**config.mk**
```make
export PLATFORM = sky130hd
export DESIGN_NAME = rx_tlp_decoder
export DESIGN_NICKNAME = d
export VERILOG_FILES = /design/src/rtl/rp_pkg.sv /design/src/rtl/rx_tlp_decoder.sv
export SDC_FILE = /design/constraint.sdc
export NUM_CORES = 1
export LEC_CHECK = 0
export BUFFER_PORTS_ARGS = -buffer_cell sky130_fd_sc_hd__buf_2
export CORE_AREA = 2 2 121 123
export DETAILED_ROUTE_END_ITERATION = 8
export DIE_AREA = 0 0 123 125
export PLACE_DENSITY = 0.53
export SYNTH_ARGS = -nofsm -noshare
export SYNTH_HDL_FRONTEND = slang
export SYNTH_SLANG_ARGS = --single-unit
```
**constraint.sdc**
```tcl
create_clock -name clk_in -period 1.5 [get_ports clk_in]
set_input_delay 0.3 -clock clk_in [delete_from_list [all_inputs] [get_ports clk_in]]
set_output_delay 0.3 -clock clk_in [all_outputs]
set_load 0.01 [all_outputs]
```
**src/rtl/rp_pkg.sv**
```systemverilog
// Shared widths and types for the root-port VC endpoint
// Stream beats are 128 bits and carry four dwords, DW0 in the low bits
// Only 3DW memory read, memory write and completion-with-data are encoded
// Payload lengths are whole memory lines, at most MAX_LEN_DW dwords

`default_nettype none

package rp_pkg;

   // ------------------------------------------------------------
   // Widths
   // ------------------------------------------------------------
   localparam int DATA_W     = 128;
   localparam int DW_W       = 32;
   localparam int LINE_DW    = 4;
   localparam int MAX_LEN_DW = 16;

   // ------------------------------------------------------------
   // TLP fmt/type byte, header DW0 bits 31:24
   // ------------------------------------------------------------
   typedef enum logic [7:0] {
      FT_MRD32 = 8'h00,
      FT_MWR32 = 8'h40,
      FT_CPLD  = 8'h4A
   } tlp_fmt_type_e;

   // ------------------------------------------------------------
   // Field types
   // ------------------------------------------------------------
   // One stream beat or one memory line
   typedef logic [DATA_W-1:0] beat_t;

   // Length field of DW0, in dwords
   typedef logic [9:0] len_dw_t;

   // Tag from DW1 of a request
   typedef logic [7:0] tag_t;

   // Requester or completer ID
   typedef logic [15:0] req_id_t;

   // Data beats of one TLP, 1 to 4
   typedef logic [2:0] beats_t;

endpackage

`default_nettype wire

```
**src/rtl/rx_tlp_decoder.sv**
```systemverilog
// Receive TLP decoder on the Avalon-ST style rx stream
// Accepts 3DW MWr and MRd with 16-byte aligned address and 4/8/12/16 DW length
// Any other TLP is consumed and dropped with a one-cycle rx_err pulse
// A header is only taken while the completion queue has room
// Address bits above the memory size are ignored, so lines wrap

`timescale 1ns/100ps
`default_nettype none

module rx_tlp_decoder #(
   parameter int MEM_AW = 6
) (
   input  logic                clk_in,
   input  logic                rstn,
   input  logic                rx_st_valid,
   input  logic                rx_st_sop,
   input  logic                rx_st_eop,
   input  rp_pkg::beat_t       rx_st_data,
   input  logic                full,
   output logic                rx_st_ready,
   output logic                rx_err,
   output logic                wr_en,
   output logic [MEM_AW-1:0]   wr_line,
   output rp_pkg::beat_t       wr_data,
   output logic                push,
   output rp_pkg::tag_t        req_tag,
   output rp_pkg::req_id_t     req_id,
   output logic [MEM_AW-1:0]   req_line,
   output rp_pkg::len_dw_t     req_len
);

   typedef enum logic [1:0] {
      RX_IDLE,
      RX_WRITE,
      RX_DROP
   } rx_state_e;

   rx_state_e                 state;
   logic [MEM_AW-1:0]         line_ptr;
   rp_pkg::beats_t            beats_left;
   logic                      beat_xfer;
   logic                      hdr_xfer;
   logic [rp_pkg::DW_W-1:0]   hdr_dw0;
   logic [rp_pkg::DW_W-1:0]   hdr_dw1;
   logic [rp_pkg::DW_W-1:0]   hdr_dw2;
   rp_pkg::len_dw_t           hdr_len;
   logic                      len_ok;
   logic                      addr_ok;
   logic                      wr_ok;
   logic                      rd_ok;
   logic                      err_next;

   // ------------------------------------------------------------
   // Header fields, valid on a sop beat
   // ------------------------------------------------------------
   assign hdr_dw0 = rx_st_data[0 +: rp_pkg::DW_W];
   assign hdr_dw1 = rx_st_data[rp_pkg::DW_W +: rp_pkg::DW_W];
   assign hdr_dw2 = rx_st_data[2*rp_pkg::DW_W +: rp_pkg::DW_W];
   assign hdr_len = hdr_dw0[9:0];

   assign len_ok  = (hdr_len != '0) && (hdr_len <= rp_pkg::MAX_LEN_DW) &&
                    ((hdr_len % rp_pkg::LINE_DW) == 0);
   assign addr_ok = (hdr_dw2[3:0] == 4'h0);

   // A write must carry data beats, a read must end on its header
   assign wr_ok = (hdr_dw0[31:24] == rp_pkg::FT_MWR32) && len_ok && addr_ok && !rx_st_eop;
   assign rd_ok = (hdr_dw0[31:24] == rp_pkg::FT_MRD32) && len_ok && addr_ok && rx_st_eop;

   assign rx_st_ready = (state == RX_IDLE) ? !full : 1'b1;
   assign beat_xfer   = rx_st_valid && rx_st_ready;
   assign hdr_xfer    = beat_xfer && rx_st_sop && (state == RX_IDLE);

   // Completion request, pushed on the edge the read header transfers
   assign push     = hdr_xfer && rd_ok;
   assign req_tag  = hdr_dw1[15:8];
   assign req_id   = hdr_dw1[31:16];
   assign req_line = hdr_dw2[4 +: MEM_AW];
   assign req_len  = hdr_len;

   // Payload goes straight to the memory
   assign wr_en   = beat_xfer && (state == RX_WRITE);
   assign wr_line = line_ptr;
   assign wr_data = rx_st_data;

   // Bad header, or eop out of step with the length
   always_comb
   begin
      err_next = 1'b0;
      case (state)
         RX_IDLE:  err_next = hdr_xfer && !wr_ok && !rd_ok;
         RX_WRITE: err_next = beat_xfer && (rx_st_eop != (beats_left == 3'd1));
         default:  err_next = 1'b0;
      endcase
   end

   // ------------------------------------------------------------
   // FSM
   // ------------------------------------------------------------
   always_ff @(posedge clk_in)
   begin
      if (!rstn)
      begin
         state      <= RX_IDLE;
         rx_err     <= 1'b0;
         beats_left <= '0;
      end
      else
      begin
         rx_err <= err_next;
         case (state)
            RX_IDLE:
            begin
               if (hdr_xfer && wr_ok)
               begin
                  state      <= RX_WRITE;
                  beats_left <= rp_pkg::beats_t'(hdr_len / rp_pkg::LINE_DW);
               end
               else if (hdr_xfer && !rd_ok && !rx_st_eop)
               begin
                  state <= RX_DROP;
               end
            end
            RX_WRITE:
            begin
               if (beat_xfer)
               begin
                  beats_left <= beats_left - 3'd1;
                  if (rx_st_eop)
                     state <= RX_IDLE;
                  // Length used up but the packet goes on
                  else if (beats_left == 3'd1)
                     state <= RX_DROP;
               end
            end
            RX_DROP:
            begin
               if (beat_xfer && rx_st_eop)
                  state <= RX_IDLE;
            end
            default: state <= RX_IDLE;
         endcase
      end
   end

   // Line pointer
   always_ff @(posedge clk_in)
   begin
      if (hdr_xfer)
         line_ptr <= hdr_dw2[4 +: MEM_AW];
      else if (wr_en)
         line_ptr <= line_ptr + 1'b1;
   end

endmodule

`default_nettype wire

```
Word-level counts from Yosys, hierarchy flattened
Cells that the tools add are included.
{"block": "op_classes", "n_eq_ne": 10, "n_lt_le_gt_ge": 1, "n_mux": 14, "n_addsub": 2, "reduce_logical": 33}
{"cell": "$logic_not A32 Y1", "n": 1}
{"cell": "$logic_and A1 B1 Y1", "n": 20}
{"cell": "$mux W2", "n": 6}
{"cell": "$mux W6", "n": 2}
{"cell": "$le A10 B5 Y1 const B", "n": 1}
{"cell": "$reduce_bool A10 Y1", "n": 1}
{"cell": "$eq A8 B7 Y1 const B", "n": 1}
{"cell": "$logic_not A8 Y1", "n": 1}
{"cell": "$add A6 B1 Y6 const B", "n": 1}
{"cell": "$mux W3", "n": 2}
{"cell": "$pmux W2 S3", "n": 1}
{"cell": "$pmux W3 S2", "n": 1}
{"cell": "$logic_not A1 Y1", "n": 4}
{"cell": "$logic_not A4 Y1", "n": 1}
{"cell": "$ne A2 B2 Y1 const B", "n": 2}
{"cell": "$reduce_and A4 Y1", "n": 1}
{"cell": "$reduce_bool A2 Y1", "n": 2}
{"cell": "$eq A3 B1 Y1 const B", "n": 1}
{"cell": "$ne A3 B1 Y1 const B", "n": 1}
{"cell": "$ne A3 B2 Y1 const B", "n": 1}
{"cell": "$reduce_and A3 Y1", "n": 1}
{"cell": "$sub A3 B1 Y3 const B", "n": 1}
{"cell": "$eq A2 B1 Y1 const B", "n": 1}
{"cell": "$eq A2 B2 Y1 const B", "n": 1}
{"cell": "other kinds (5)", "n": 5}
{"block": "totals", "word_cells": 64, "reg_bits": 12, "in_bits": 134}

Depth between registers and ports, before layout
Gate-level depths: netlist (run 1).
{"block": "depth", "ltp_word": 12, "mapped_depth": 7, "ltp_nobuf": 7}

Least setup slack after synthesis (run 1)
No wires, ideal clock.
{"block": "synth_path", "path_type": "reg2reg", "from": "reg state[1]", "to": "reg beats_left[2]", "synth_period_minus_slack_ps": 1636, "path_stages_with_launch": 6, "setup_slack_ps": -136, "setup_ps": 117, "t_arrival_ps": 1518, "t_required_ps": 1383, "cell_sequence": "dfxtp_1 -> nor4b_4 -> nand2_2 -> nor4_4 -> o22ai_1 -> a32o_1"}
{"block": "synth_between", "elab_chain_len": 8, "elab_cells_between_ends": 12, "classes_between": "eq/ne (3); mux (2); reduce/logical (7)"}
{"item": "start: declaration", "line": "rx_tlp_decoder.sv:38", "source": "rx_state_e state;"}
{"item": "start signal: assignment", "line": "rx_tlp_decoder.sv:103", "source": "state <= RX_IDLE;"}
{"item": "start signal: assignment", "line": "rx_tlp_decoder.sv:115", "source": "state <= RX_WRITE;"}
{"item": "start signal: assignment", "line": "rx_tlp_decoder.sv:120", "source": "state <= RX_DROP;"}
{"item": "$logic_not A2 Y1", "line": "rx_tlp_decoder.sv:69, rx_tlp_decoder.sv:71, rx_tlp_decoder.sv:110"}
{"item": "$mux W1", "line": "rx_tlp_decoder.sv:69", "source": "assign rx_st_ready = (state == RX_IDLE) ? !full : 1'b1;"}
{"item": "$logic_and A1 B1 Y1", "line": "rx_tlp_decoder.sv:70", "source": "assign beat_xfer = rx_st_valid && rx_st_ready;"}
{"item": "$logic_and A1 B1 Y1 (2 in series)", "line": "rx_tlp_decoder.sv:71", "source": "assign hdr_xfer = beat_xfer && rx_st_sop && (state == RX_IDLE);"}
{"item": "$logic_and A1 B1 Y1", "line": "rx_tlp_decoder.sv:113", "source": "if (hdr_xfer && wr_ok)"}
{"item": "$ne A2 B1 Y1 (no line)"}
{"item": "$reduce_and A3 Y1 (no line)"}
{"item": "end signal: assignment", "line": "rx_tlp_decoder.sv:116", "source": "beats_left <= rp_pkg::beats_t'(hdr_len / rp_pkg::LINE_DW);"}
{"item": "end signal: assignment", "line": "rx_tlp_decoder.sv:127", "source": "beats_left <= beats_left - 3'd1;"}
{"item": "end: declaration", "line": "rx_tlp_decoder.sv:40", "source": "rp_pkg::beats_t beats_left;"}
Parallel ways exist; a longest one is shown, timed or not.
A chain may end at the register's enable or synchronous reset.

Worst setup path in the final report (run 1)
{"block": "layout_path", "from": "reg state[1]", "to": "reg beats_left[0]"}
Same word-level chain as after synthesis.

==> summary.md, run 1 <==
| Metric | Value |
|---|---|
| Worst setup SP type | `flip-flop` |
| Setup ws final | `-0.2002 ns` |
| DRC violations left | `0` |
| Hold path depth | `2` |
| Synth Flop Type | `edfxtp_1` |
| Reg-to-Reg End | `beats_left[0]$_SDFFE_PN0P_` |
| Failing checks | `negative setup slack` |
| Critical path origin | `state[1]$_SDFFE_PN0P_` |
| EDFF count, synth | `6` |
| Worst reg-to-reg setup slack | `-0.20 ns` |
| Switching share of power | `26.29%` |
| Minimum clock period | `about 1.7 ns` |
| Leak | `around 0.85 nW` |
| Largest net degree at the start of global routing | `14` |
| Post-CTS Hold Buffers | `0` |
| Hold slack | `between 0.3 and 0.4 ns` |
| Final hold vios | `0` |
| Synth warn | `0` |
| Worst setup EP type | `flip-flop` |
| Syn Inst Count | `258` |
| Top cell type's share of synthesized area | `roughly 61%` |
| ANT nets after route | `0` |
| Worst slew pin tran | `approximately 0.32 ns` |
| Drt first pass iters | `3` |
| Final WL | `about 5000 um` |
| Die Area | `approximately 15,000 um^2` |
| CP endpoint | `beats_left[0]$_SDFFE_PN0P_` |
| Initial DRC Count | `23` |
| Fmax | `0.5882 GHz` |
| Final Skew | `just under 0.005 ns` |
| Sequential Power Share | `a little under a third` |
| Starting Density | `14.54%` |
| Total placed cells including tap cells | `around 380` |
| Pint | `about 850 uW` |
| Peak supply drop | `between 0.2 and 0.3 mV` |
| Gp weighted congestion | `between 0.6 and 0.7` |
| Yosys top cell by area | `buf_4` |
| Post-synthesis sequential area ratio | `roughly 15%` |
| Critical path type | `flip-flop to flip-flop` |
| Min-Delay Path Class | `input port to flip-flop` |
| Pre-CTS setup slack | `-0.5276 ns` |
| Clk pwr share | `43.2%` |
| Number of placement rows | `between 40 and 50` |
| Pwr/cell area | `about 590 nW/um^2` |
| Share of layout cells above drive strength 1 | `~70%` |
| Synth top area cells | `buf_4 61%, edfxtp_1 8.7%, dfxtp_1 5.8%` |
| DP HPWL | `roughly 4100 um` |
| First-pass GRT wire length | `~6800 um` |
| CTS tree | `done` |
| P&R area growth vs syn | `-6.421%` |
| Max Slew Vio Count | `0` |
| GR Util All Layers | `5.768%` |
| Die width | `around 120 um` |
| Max-slew headroom | `between 70% and 80%` |
| CTS sink count | `12` |
| Synthesized flop and latch total | `12` |
| MaxCap Viol Count | `0` |
| Die Ht | `about 130 um` |
| Vias | `~1,300` |
| Critical Path AT | `roughly 1.9 ns` |
| Clk pin slew, worst setup/hold paths | `approximately 0.050 ns` |
| Mapped Area | `just over 2000 um^2` |
| Port bufs | `87` |
| Setup Viol. Count Final | `9` |
| Period utilization | `113.3%` |
| Total power | `approximately 1.2 mW` |
| Synth cell types | `35` |
| Gate power share | `between 20% and 30%` |
| Syn avg cell area | `roughly 8.0 um^2` |
| Final #Nets | `around 350` |
| RSZ-0062 raised after global routing | `yes` |
| Async SR Flop Fraction | `0%` |
| CTS root buf | `clkbuf_16` |
| Initial antenna violation count | `1` |
| Grt ovf | `0` |
| Psw | `approximately 300 uW` |
| Syn_nets | `395` |
| R2R depth | `7` |
| Vias in the first global route | `roughly 1,200` |
| Worst EP required | `between 1.5 and 2 ns` |
| Max FO, Critical Path | `4` |
| Reg2reg start | `state[1]$_SDFFE_PN0P_` |
| Clock latency at the later pin of the worst-skew pair | `approximately 0.24 ns` |
| H-tree lvl count | `1` |
| IO Count | `~310` |
| Post-DR wirelength/cell | `approximately 13 um` |
| Fin cells | `between 300 and 400` |
| CTS Buffer Depth | `2` |
| Inserted Clock Buffers | `3` |
| Status | `finished with violations` |
| Core box area | `about 14,000 um^2` |
| Vias per Instance | `approximately 3.3` |
power by group through the flow:
stage | registers [mW] | clock network [mW] | logic (mW)
6_report | 0.361 | 0.496 | 0.293
5_1_grt | 0.362 | 0.531 | 0.320
4_1_cts | 0.361 | 0.514 | 0.282
3_5_place_dp | 0.367 | 0 | 0.264
3_3_place_gp | 0.366 | 0 | 0.261
2_1_floorplan | 0.370 | 0 | 0.511
state kept, by name (all words and copies together) (netlist names):
| register | flops |
|---|---|
| state | 2 |
| wr_line | 6 |
| rx_err | 1 |
| beats_left | 3 |
routing by layer:
| layer | vias to the layer above | GRT usage (%) | share of wire (%) |
|---|---|---|---|
| met5 | - | 0 | 0 |
| met4 | 0 | 4.813 | 6.8 |
| met3 | 42 | 3.102 | 15 |
| met2 | 106 | 10.17 | 51 |
| met1 | 586 | 4.515 | 27 |
| li1 | 573 | - | - |
worst max-delay path: stages (launching register included):
cell	delay [ns]
dfxtp_2	0.33
nor4b_4	0.29
nand2_2	0.14
buf_6	0.14
nor4_4	0.26
buf_4	0.18
a21oi_2	0.05
a221oi_2	0.23
repair_timing:
action,CTS,global route
gates resized for setup,23,14
endpoints found under the setup margin,7,16
setup buffers,11,3
pin swaps,13,8
through the flow:
step                      area [um^2]  TNS [ns]  utilization, %
after floorplan                  2105   -0.1483               -
after CTS                        1878    -1.112           13.22
after global routing             1931    -1.902           13.59
after detailed placement         1633    -2.708           11.50
after global placement           1633    -2.693           11.50
final                            1933    -1.030           13.61
final cells by class:
class | count | area, um^2
Multi-Input combinational cell | 71 | 601.8
Antenna cell | 1 | 2.502
Clock inverter | 1 | 3.754
Clock buffer | 3 | 75.07
Tap cell | 184 | 230.2
Sequential cell | 12 | 302.8
Inverter | 6 | 22.52
Fill cell | 1631 | 12270
Timing Repair Buffer | 115 | 694.4
synthesized netlist by cell type (2+ instances only):
master / n
nand2b_1: 4
a21oi_1: 10
nand3b_1: 2
ha_1: 3
o22ai_1: 2
o21ai_0: 3
dfxtp_1: 6
xnor2_1: 2
xor2_1: 2
nand2_1: 6
nor4_1: 5
nor2_1: 10
buf_4: 168
inv_1: 6
nand3_1: 4
edfxtp_1: 6
cells in the final DEF, fill, tap and decap left out, types with 2 or more instances in the layout:
| cell | netlist | layout |
|---|---|---|
| a21oi_1 | 10 | 9 |
| a21oi_2 | 1 | 2 |
| buf_2 | 0 | 84 |
| buf_4 | 168 | 23 |
| buf_6 | 0 | 5 |
| buf_8 | 0 | 3 |
| clkbuf_16 | 0 | 3 |
| dfxtp_1 | 6 | 4 |
| dfxtp_2 | 0 | 2 |
| edfxtp_1 | 6 | 6 |
| ha_1 | 3 | 3 |
| inv_1 | 6 | 5 |
| nand2_1 | 6 | 4 |
| nand2_2 | 1 | 2 |
| nand2b_1 | 4 | 4 |
| nand3_1 | 4 | 3 |
| nand3b_1 | 2 | 2 |
| nor2_1 | 10 | 5 |
| nor2_2 | 0 | 5 |
| nor4_4 | 1 | 5 |
| o21ai_0 | 3 | 2 |
| xnor2_1 | 2 | 2 |
| xor2_1 | 2 | 2 |
logic make-up (layout without fill, tap and decap cells):
| kind of cell | after synthesis | after routing | share of synthesized area, % |
|---|---|---|---|
| buf+inv | 175 | 125 | 62.33 |
| other cells | 0 | 1 | 0 |
| compound gates | 23 | 23 | 7.329 |
| simple gates | 40 | 40 | 11.75 |
| flops | 12 | 12 | 14.54 |
| mux | 1 | 1 | 0.5451 |
| xor+xnor | 4 | 4 | 1.696 |
| fa+ha+maj | 3 | 3 | 1.817 |
worst min-delay path by stage:
| stage | to | startpoint |
|---|---|---|
| after floorplan | state[1]$_SDFFE_PN0P_ | rstn |
| final | state[1]$_SDFFE_PN0P_ | rstn |
| after detailed placement | beats_left[2]$_SDFFE_PN0P_ | beats_left[2]$_SDFFE_PN0P_ |
| after CTS | state[1]$_SDFFE_PN0P_ | rstn |
| after global placement | beats_left[2]$_SDFFE_PN0P_ | beats_left[2]$_SDFFE_PN0P_ |
| after global routing | state[1]$_SDFFE_PN0P_ | rstn |
(Power assumes the default switching activity.)
==> inputs of run 2 (changes only) <==
PLACE_DENSITY = 0.59   (was 0.53)
==> run 2 against run 1 <==
Compared with the run above:
- the flow still finishes with violations (negative setup slack)
- clock power rose by 9.3%
- routed wire length is 2.1% higher
- maximum frequency up 1.7%
- sequential power about the same
- largest power group unchanged
- highest routed layer is now met5
==> summary.md, run 2 (same netlist as run 1, synthesis figures left out) <==
| Metric | Value |
|---|---|
| Pre-CTS setup slack | `-0.5500 ns (-0.02247 ns)` |
| Die Area | `15,380 um^2 (unchanged)` |
| CTS Buffer Depth | `2 (unchanged)` |
| Min-Delay Path Class | `input port to flip-flop` |
| Reg-to-Reg End | `state[1]$_SDFFE_PN0P_` |
| Vias in the first global route | `1,213 (+0.33%)` |
| DP HPWL | `4279 um (+4.0%)` |
| Max FO, Critical Path | `2 (-2)` |
| Critical path origin | `state[0]$_SDFFE_PN0P_` |
| Clk pin slew, worst setup/hold paths | `0.04 ns (about the same)` |
| Worst EP required | `1.20 ns (-0.46 ns)` |
| Final hold vios | `0 (unchanged)` |
| Design area | `1859 um^2 (-3.8%)` |
| Setup ws final | `-0.1714 ns (+0.02883 ns)` |
| First-pass GRT wire length | `6851 um (+1.0%)` |
| Pwr/cell area | `633.0 nW/um^2 (+6.4%)` |
| Inserted Clock Buffers | `3 (unchanged)` |
| Gp weighted congestion | `0.6809 (-0.89%)` |
| RSZ-0062 raised after global routing | `yes` |
| Setup Viol. Count Final | `8 (-1)` |
| Critical Path AT | `1.37 ns (-0.49 ns)` |
| Total power | `1.177 mW (+2.3%)` |
| Hold path depth | `2 (unchanged)` |
| ANT nets after route | `0 (unchanged)` |
| CTS tree | `done` |
| GR Util All Layers | `5.945% (+0.18 points)` |
| Peak supply drop | `0.2844 mV (+0.47%)` |
| Initial DRC Count | `41 (+78%)` |
| MaxCap Viol Count | `0 (unchanged)` |
| Fmax | `0.5983 GHz (+1.7%)` |
| R2R depth | `7 (unchanged)` |
| DRC violations left | `0 (unchanged)` |
| Max Slew Vio Count | `0 (unchanged)` |
| Filler cells | `1,645 (+0.86%)` |
| CTS sink count | `12 (unchanged)` |
| Leak | `0.8213 nW (-3.3%)` |
| Commonest cells after routing, fill and taps aside | `86 x buf_2, 22 x buf_4, 10 x a21oi_1` |
| Initial antenna violation count | `1 (unchanged)` |
| Core box area | `14,200 um^2 (unchanged)` |
| Die Ht | `125 um (unchanged)` |
| Final Util | `13.09% (-0.52 points)` |
| IO Count | `312 (unchanged)` |
| Reg2reg start | `state[0]$_SDFFE_PN0P_` |
| Worst slew pin tran | `0.3399 ns (+0.02006 ns)` |
| Critical path type | `flip-flop to primary output` |
| Max-slew headroom | `77.05% (-1.3 points)` |
| Reg area | `305.3 um^2 (+0.83%)` |
| Port bufs | `87 (unchanged)` |
| H-tree lvl count | `1 (unchanged)` |
| Drt first pass iters | `3 (unchanged)` |
| Vias per Instance | `3.224 (-3.1%)` |
| Largest net degree at the start of global routing | `14 (unchanged)` |
| Share of layout cells above drive strength 1 | `67.80% (-1.9 points)` |
| Worst reg-to-reg setup slack | `-0.09 ns (+0.11 ns)` |
| CP endpoint | `push` |
| Status | `finished with violations` |
| Final Skew | `0.004828 ns (-0.00002525 ns)` |
| Placed cell areas | `1633 um^2 (unchanged)` |
| Post-CTS Hold Buffers | `0 (unchanged)` |
| Clock latency at the later pin of the worst-skew pair | `0.24 ns (about the same)` |
| CTS root buf | `clkbuf_16` |
| Worst setup SP type | `flip-flop` |
| Die width | `123 um (unchanged)` |
| Starting Density | `14.54% (unchanged)` |
| Max FFs per register | `6 (unchanged)` |
| Number of placement rows | `44 (unchanged)` |
| Grt ovf | `0 (unchanged)` |
| Multi-input logic area | `571.8 um^2 (-5.0%)` |
| Post-DR wirelength/cell | `13.06 um (+3.1%)` |
| Vias | `1,254 (-4.1%)` |
| Worst setup EP type | `primary output` |
| Most common cell after layout, fill and taps aside | `buf_2` |
| Period utilization | `111.4% (-1.9 points)` |
| P&R area growth vs syn | `-9.994%` |
| Final #Nets | `343 (-0.87%)` |
| Minimum clock period | `1.671 ns (-0.02883 ns)` |
| Failing checks | `negative setup slack` |
| # diodes | `0 (-1)` |
| Hold Crit Start | `rstn` |
| Final WL | `5080 um (+2.1%)` |
-- run 2: cell types whose count changed in the layout (fill, tap and decap cells not counted), sizes merged --
cell,before,now
diode,1,0
clkinv,1,0
buf,115,112
clkbuf,3,4
-- run 2: how the worst min path moves through the flow --
stage	slack [ns]	end
after global placement	0.50	beats_left[2]$_SDFFE_PN0P_
final	0.32	state[1]$_SDFFE_PN0P_
after detailed placement	0.51	beats_left[2]$_SDFFE_PN0P_
after floorplan	0.43	state[1]$_SDFFE_PN0P_
after CTS	0.32	state[1]$_SDFFE_PN0P_
after global routing	0.34	state[1]$_SDFFE_PN0P_
-- run 2: final cells by class --
cell class                 count  area share [%]
sequential                    12           16.42
timing repair buffer         112           34.45
multi-input combinational     71           30.75
clock buffer                   4           4.778
tap                          184           12.38
inverter                       6           1.211
-- run 2: metrics by stage --
stage               hold slack [ns]  std cells  setup TNS [ns]
finish                       0.3201        389         -0.6854
global route                 0.3430        389          -1.561
CTS                          0.3207        389          -1.114
detailed placement           0.5065        377          -2.931
global placement             0.4974        377          -2.879
floorplan                    0.4326        258         -0.1483
-- run 2: routing by layer --
layer	routed length, um	vias up	global-route usage [%]
li1	-	564	-
met5	16	-	0
met2	2450	111	10.59
met4	363	2	4.746
met1	1498	537	4.707
met3	751	40	3.102
-- run 2: report_power, final --
group	total [mW]	leakage, nW	switching, mW	internal, mW
Sequential	0.360	0.105	0.00557	0.354
Clock	0.542	0.0442	0.139	0.402
Combinational	0.275	0.672	0.146	0.130
Total	1.18	0.821	0.291	0.886
-- run 2: timing repair --
item | CTS | global route
pin swaps | 7 | 5
resized for setup | 12 | 10
buffers inserted | 8 | 0
setup endpoints to repair | 8 | 19
-- run 2: critical path, cell delays in order, from the launching register on --
cell	delay, ns
dfxtp_2	0.33
nor4b_4	0.28
nand2_2	0.11
nor4_2	0.25
buf_2	0.17
==> inputs of run 3 (changes only) <==
SETUP_SLACK_MARGIN = 0.4   (was default)
==> run 3 against run 2 <==
Compared with the run above:
- the flow still finishes with violations (negative setup slack)
- routed wire length rose by 12%
- sequential cell count unchanged
- first-iteration DRC count increased by 9.8%
- non-clock buffer count is 13 higher
- global-route usage is 0.73 points higher
- largest cell class unchanged
==> summary.md, run 3 (same netlist as run 1, synthesis figures left out) <==
| Metric | Value |
|---|---|
| Vias per Instance | `3.311 (+2.7%)` |
| P&R area growth vs syn | `2.423%` |
| Post-DR wirelength/cell | `14.17 um (+8.5%)` |
| Hold path depth | `2 (unchanged)` |
| Leak | `0.9227 nW (+12%)` |
| Final Skew | `0.003240 ns (-0.001587 ns)` |
| Post-CTS Hold Buffers | `0 (unchanged)` |
| Max-slew headroom | `75.57% (-1.5 points)` |
| Port bufs | `87 (unchanged)` |
| Reg2reg start | `state[1]$_SDFFE_PN0P_` |
| CTS tree | `done` |
| RSZ-0062 raised after global routing | `yes` |
| Hold Crit Start | `rstn` |
| Grt ovf | `0 (unchanged)` |
| Most common cell after layout, fill and taps aside | `buf_2` |
| Clk pwr share | `41.1% (-4.9 points)` |
| Clk pin slew, worst setup/hold paths | `0.04 ns (about the same)` |
| Worst reg-to-reg setup slack | `-0.14 ns (-0.05 ns)` |
| H-tree lvl count | `1 (unchanged)` |
| Core box area | `14,200 um^2 (unchanged)` |
| Gp weighted congestion | `0.7018 (+3.1%)` |
| Starting Density | `14.54% (unchanged)` |
| Peak supply drop | `0.3060 mV (+7.6%)` |
| Aggregate negative setup slack | `-1.776 ns (-1.090 ns)` |
| Final WL | `5697 um (+12%)` |
| Reg-to-Reg End | `wr_line[1]$_DFFE_PP_` |
| Max FFs per register | `6 (unchanged)` |
| Fmax | `0.5830 GHz (-2.6%)` |
| Worst Hold Endpoint | `state[1]$_SDFFE_PN0P_` |
| First-pass GRT wire length | `7686 um (+12%)` |
| Pint | `874.9 uW (-1.3%)` |
| Failing checks | `negative setup slack` |
| Pwr/cell area | `557.3 nW/um^2 (-12%)` |
| Gate power share | `28.2% (+4.8 points)` |
| # diodes | `0 (unchanged)` |
| Status | `finished with violations` |
| Hold slack | `0.3169 ns (-0.003204 ns)` |
| Critical path type | `flip-flop to primary output` |
| Worst setup EP type | `primary output` |
| Switching share of power | `25.81% (+1.1 points)` |
| Initial antenna violation count | `1 (unchanged)` |
| Psw | `304.3 uW (+4.7%)` |
| Worst slew pin tran | `0.3613 ns (+0.02144 ns)` |
| Worst EP required | `1.20 ns (about the same)` |
| Commonest cells after routing, fill and taps aside | `82 x buf_2, 27 x buf_4, 11 x buf_6` |
| CTS root buf | `clkbuf_16` |
| Setup ws final | `-0.2153 ns (-0.04395 ns)` |
| Vias | `1,331 (+6.1%)` |
| Filler cells | `1,593 (-3.2%)` |
| Minimum clock period | `1.715 ns (+0.04395 ns)` |
| Final #Nets | `356 (+3.8%)` |
| Initial DRC Count | `45 (+9.8%)` |
| Final hold vios | `0 (unchanged)` |
| Inserted Clock Buffers | `3 (unchanged)` |
| Die Ht | `125 um (unchanged)` |
| Clock latency at the later pin of the worst-skew pair | `0.24 ns (about the same)` |
| Drt first pass iters | `4 (+1)` |
| DP HPWL | `4776 um (+12%)` |
| Die width | `123 um (unchanged)` |
| ANT nets after route | `0 (unchanged)` |
| Max Slew Vio Count | `0 (unchanged)` |
| CTS Buffer Depth | `2 (unchanged)` |
| Largest net degree at the start of global routing | `8 (-6)` |
| Setup Viol. Count Final | `18 (+10)` |
| Sequential Power Share | `30.6% (about the same)` |
| Critical Path AT | `1.42 ns (+0.05 ns)` |
| Period utilization | `114.4% (+2.9 points)` |
| CTS sink count | `12 (unchanged)` |
| Worst setup SP type | `flip-flop` |
| Share of layout cells above drive strength 1 | `73.85% (+6.0 points)` |
| Vias in the first global route | `1,259 (+3.8%)` |
| IO Count | `312 (unchanged)` |
| Pre-CTS setup slack | `-0.4708 ns (+0.07928 ns)` |
| Min-Delay Path Class | `input port to flip-flop` |
| Number of placement rows | `44 (unchanged)` |
| Die Area | `15,380 um^2 (unchanged)` |
| Max FO, Critical Path | `2 (unchanged)` |
| MaxCap Viol Count | `0 (unchanged)` |
| GR Util All Layers | `6.676% (+0.73 points)` |
| DRC violations left | `0 (unchanged)` |
| R2R depth | `6 (-1)` |
run 3: layout make-up:
class | count | area (um^2) | share of cell area [%]
multi-input combinational | 71 | 646.9 | 30.57
sequential | 12 | 302.8 | 14.31
clock inverter | 1 | 3.754 | 0.1774
timing repair buffer | 125 | 834.6 | 39.44
clock buffer | 3 | 75.07 | 3.548
inverter | 6 | 22.52 | 1.064
tap | 184 | 230.2 | 10.88
run 3: critical path, stage by stage (launching register included):
cell	delay, ns
dfxtp_2	0.33
nor4b_4	0.28
nand2_2	0.12
nor4_2	0.27
buf_2	0.17
run 3: metrics by stage:
step	total power, mW	area (um^2)	instances	utilization (%)
floorplan	0.8847	2125	258	-
global placement	0.6317	1673	381	11.78
detailed placement	0.6337	1673	381	11.78
CTS	1.188	2031	396	14.30
global route	1.242	2116	402	14.90
finish	1.179	2116	402	14.90
run 3: routing by layer:
metal,routed length [um],GRT usage [%],vias to the layer above
li1,-,-,590
met1,1414,4.819,575
met2,3112,12.71,128
met3,875,4.060,36
met4,281,3.944,2
met5,13,0,-
run 3: power by group through the flow:
stage / clock network (mW) / registers (mW) / logic [mW]
after floorplan: 0 / 0.370 / 0.515
after global placement: 0 / 0.366 / 0.265
after detailed placement: 0 / 0.367 / 0.267
after CTS: 0.504 / 0.360 / 0.323
after global routing: 0.517 / 0.361 / 0.364
final: 0.485 / 0.361 / 0.333
run 3: how the worst max path moves through the flow:
stage                     cells past startpoint  slack [ns]                          to             startpoint
final                                         4       -0.22                        push  state[1]$_SDFFE_PN0P_
after floorplan                               5       -0.08  beats_left[2]$_SDFFE_PN0P_         rx_st_data[24]
after global routing                          4       -0.27                        push  state[1]$_SDFFE_PN0P_
after detailed placement                      6       -0.47                        push          rx_st_data[8]
after global placement                        6       -0.43                        push          rx_st_data[8]
after CTS                                     6       -0.29                        push          rx_st_data[6]
run 3: timing repair:
action,4_1_cts,5_1_grt
setup buffers,10,6
gates cloned,1,0
setup endpoints to repair,27,27
pin swaps,18,9
gates resized for setup,41,7
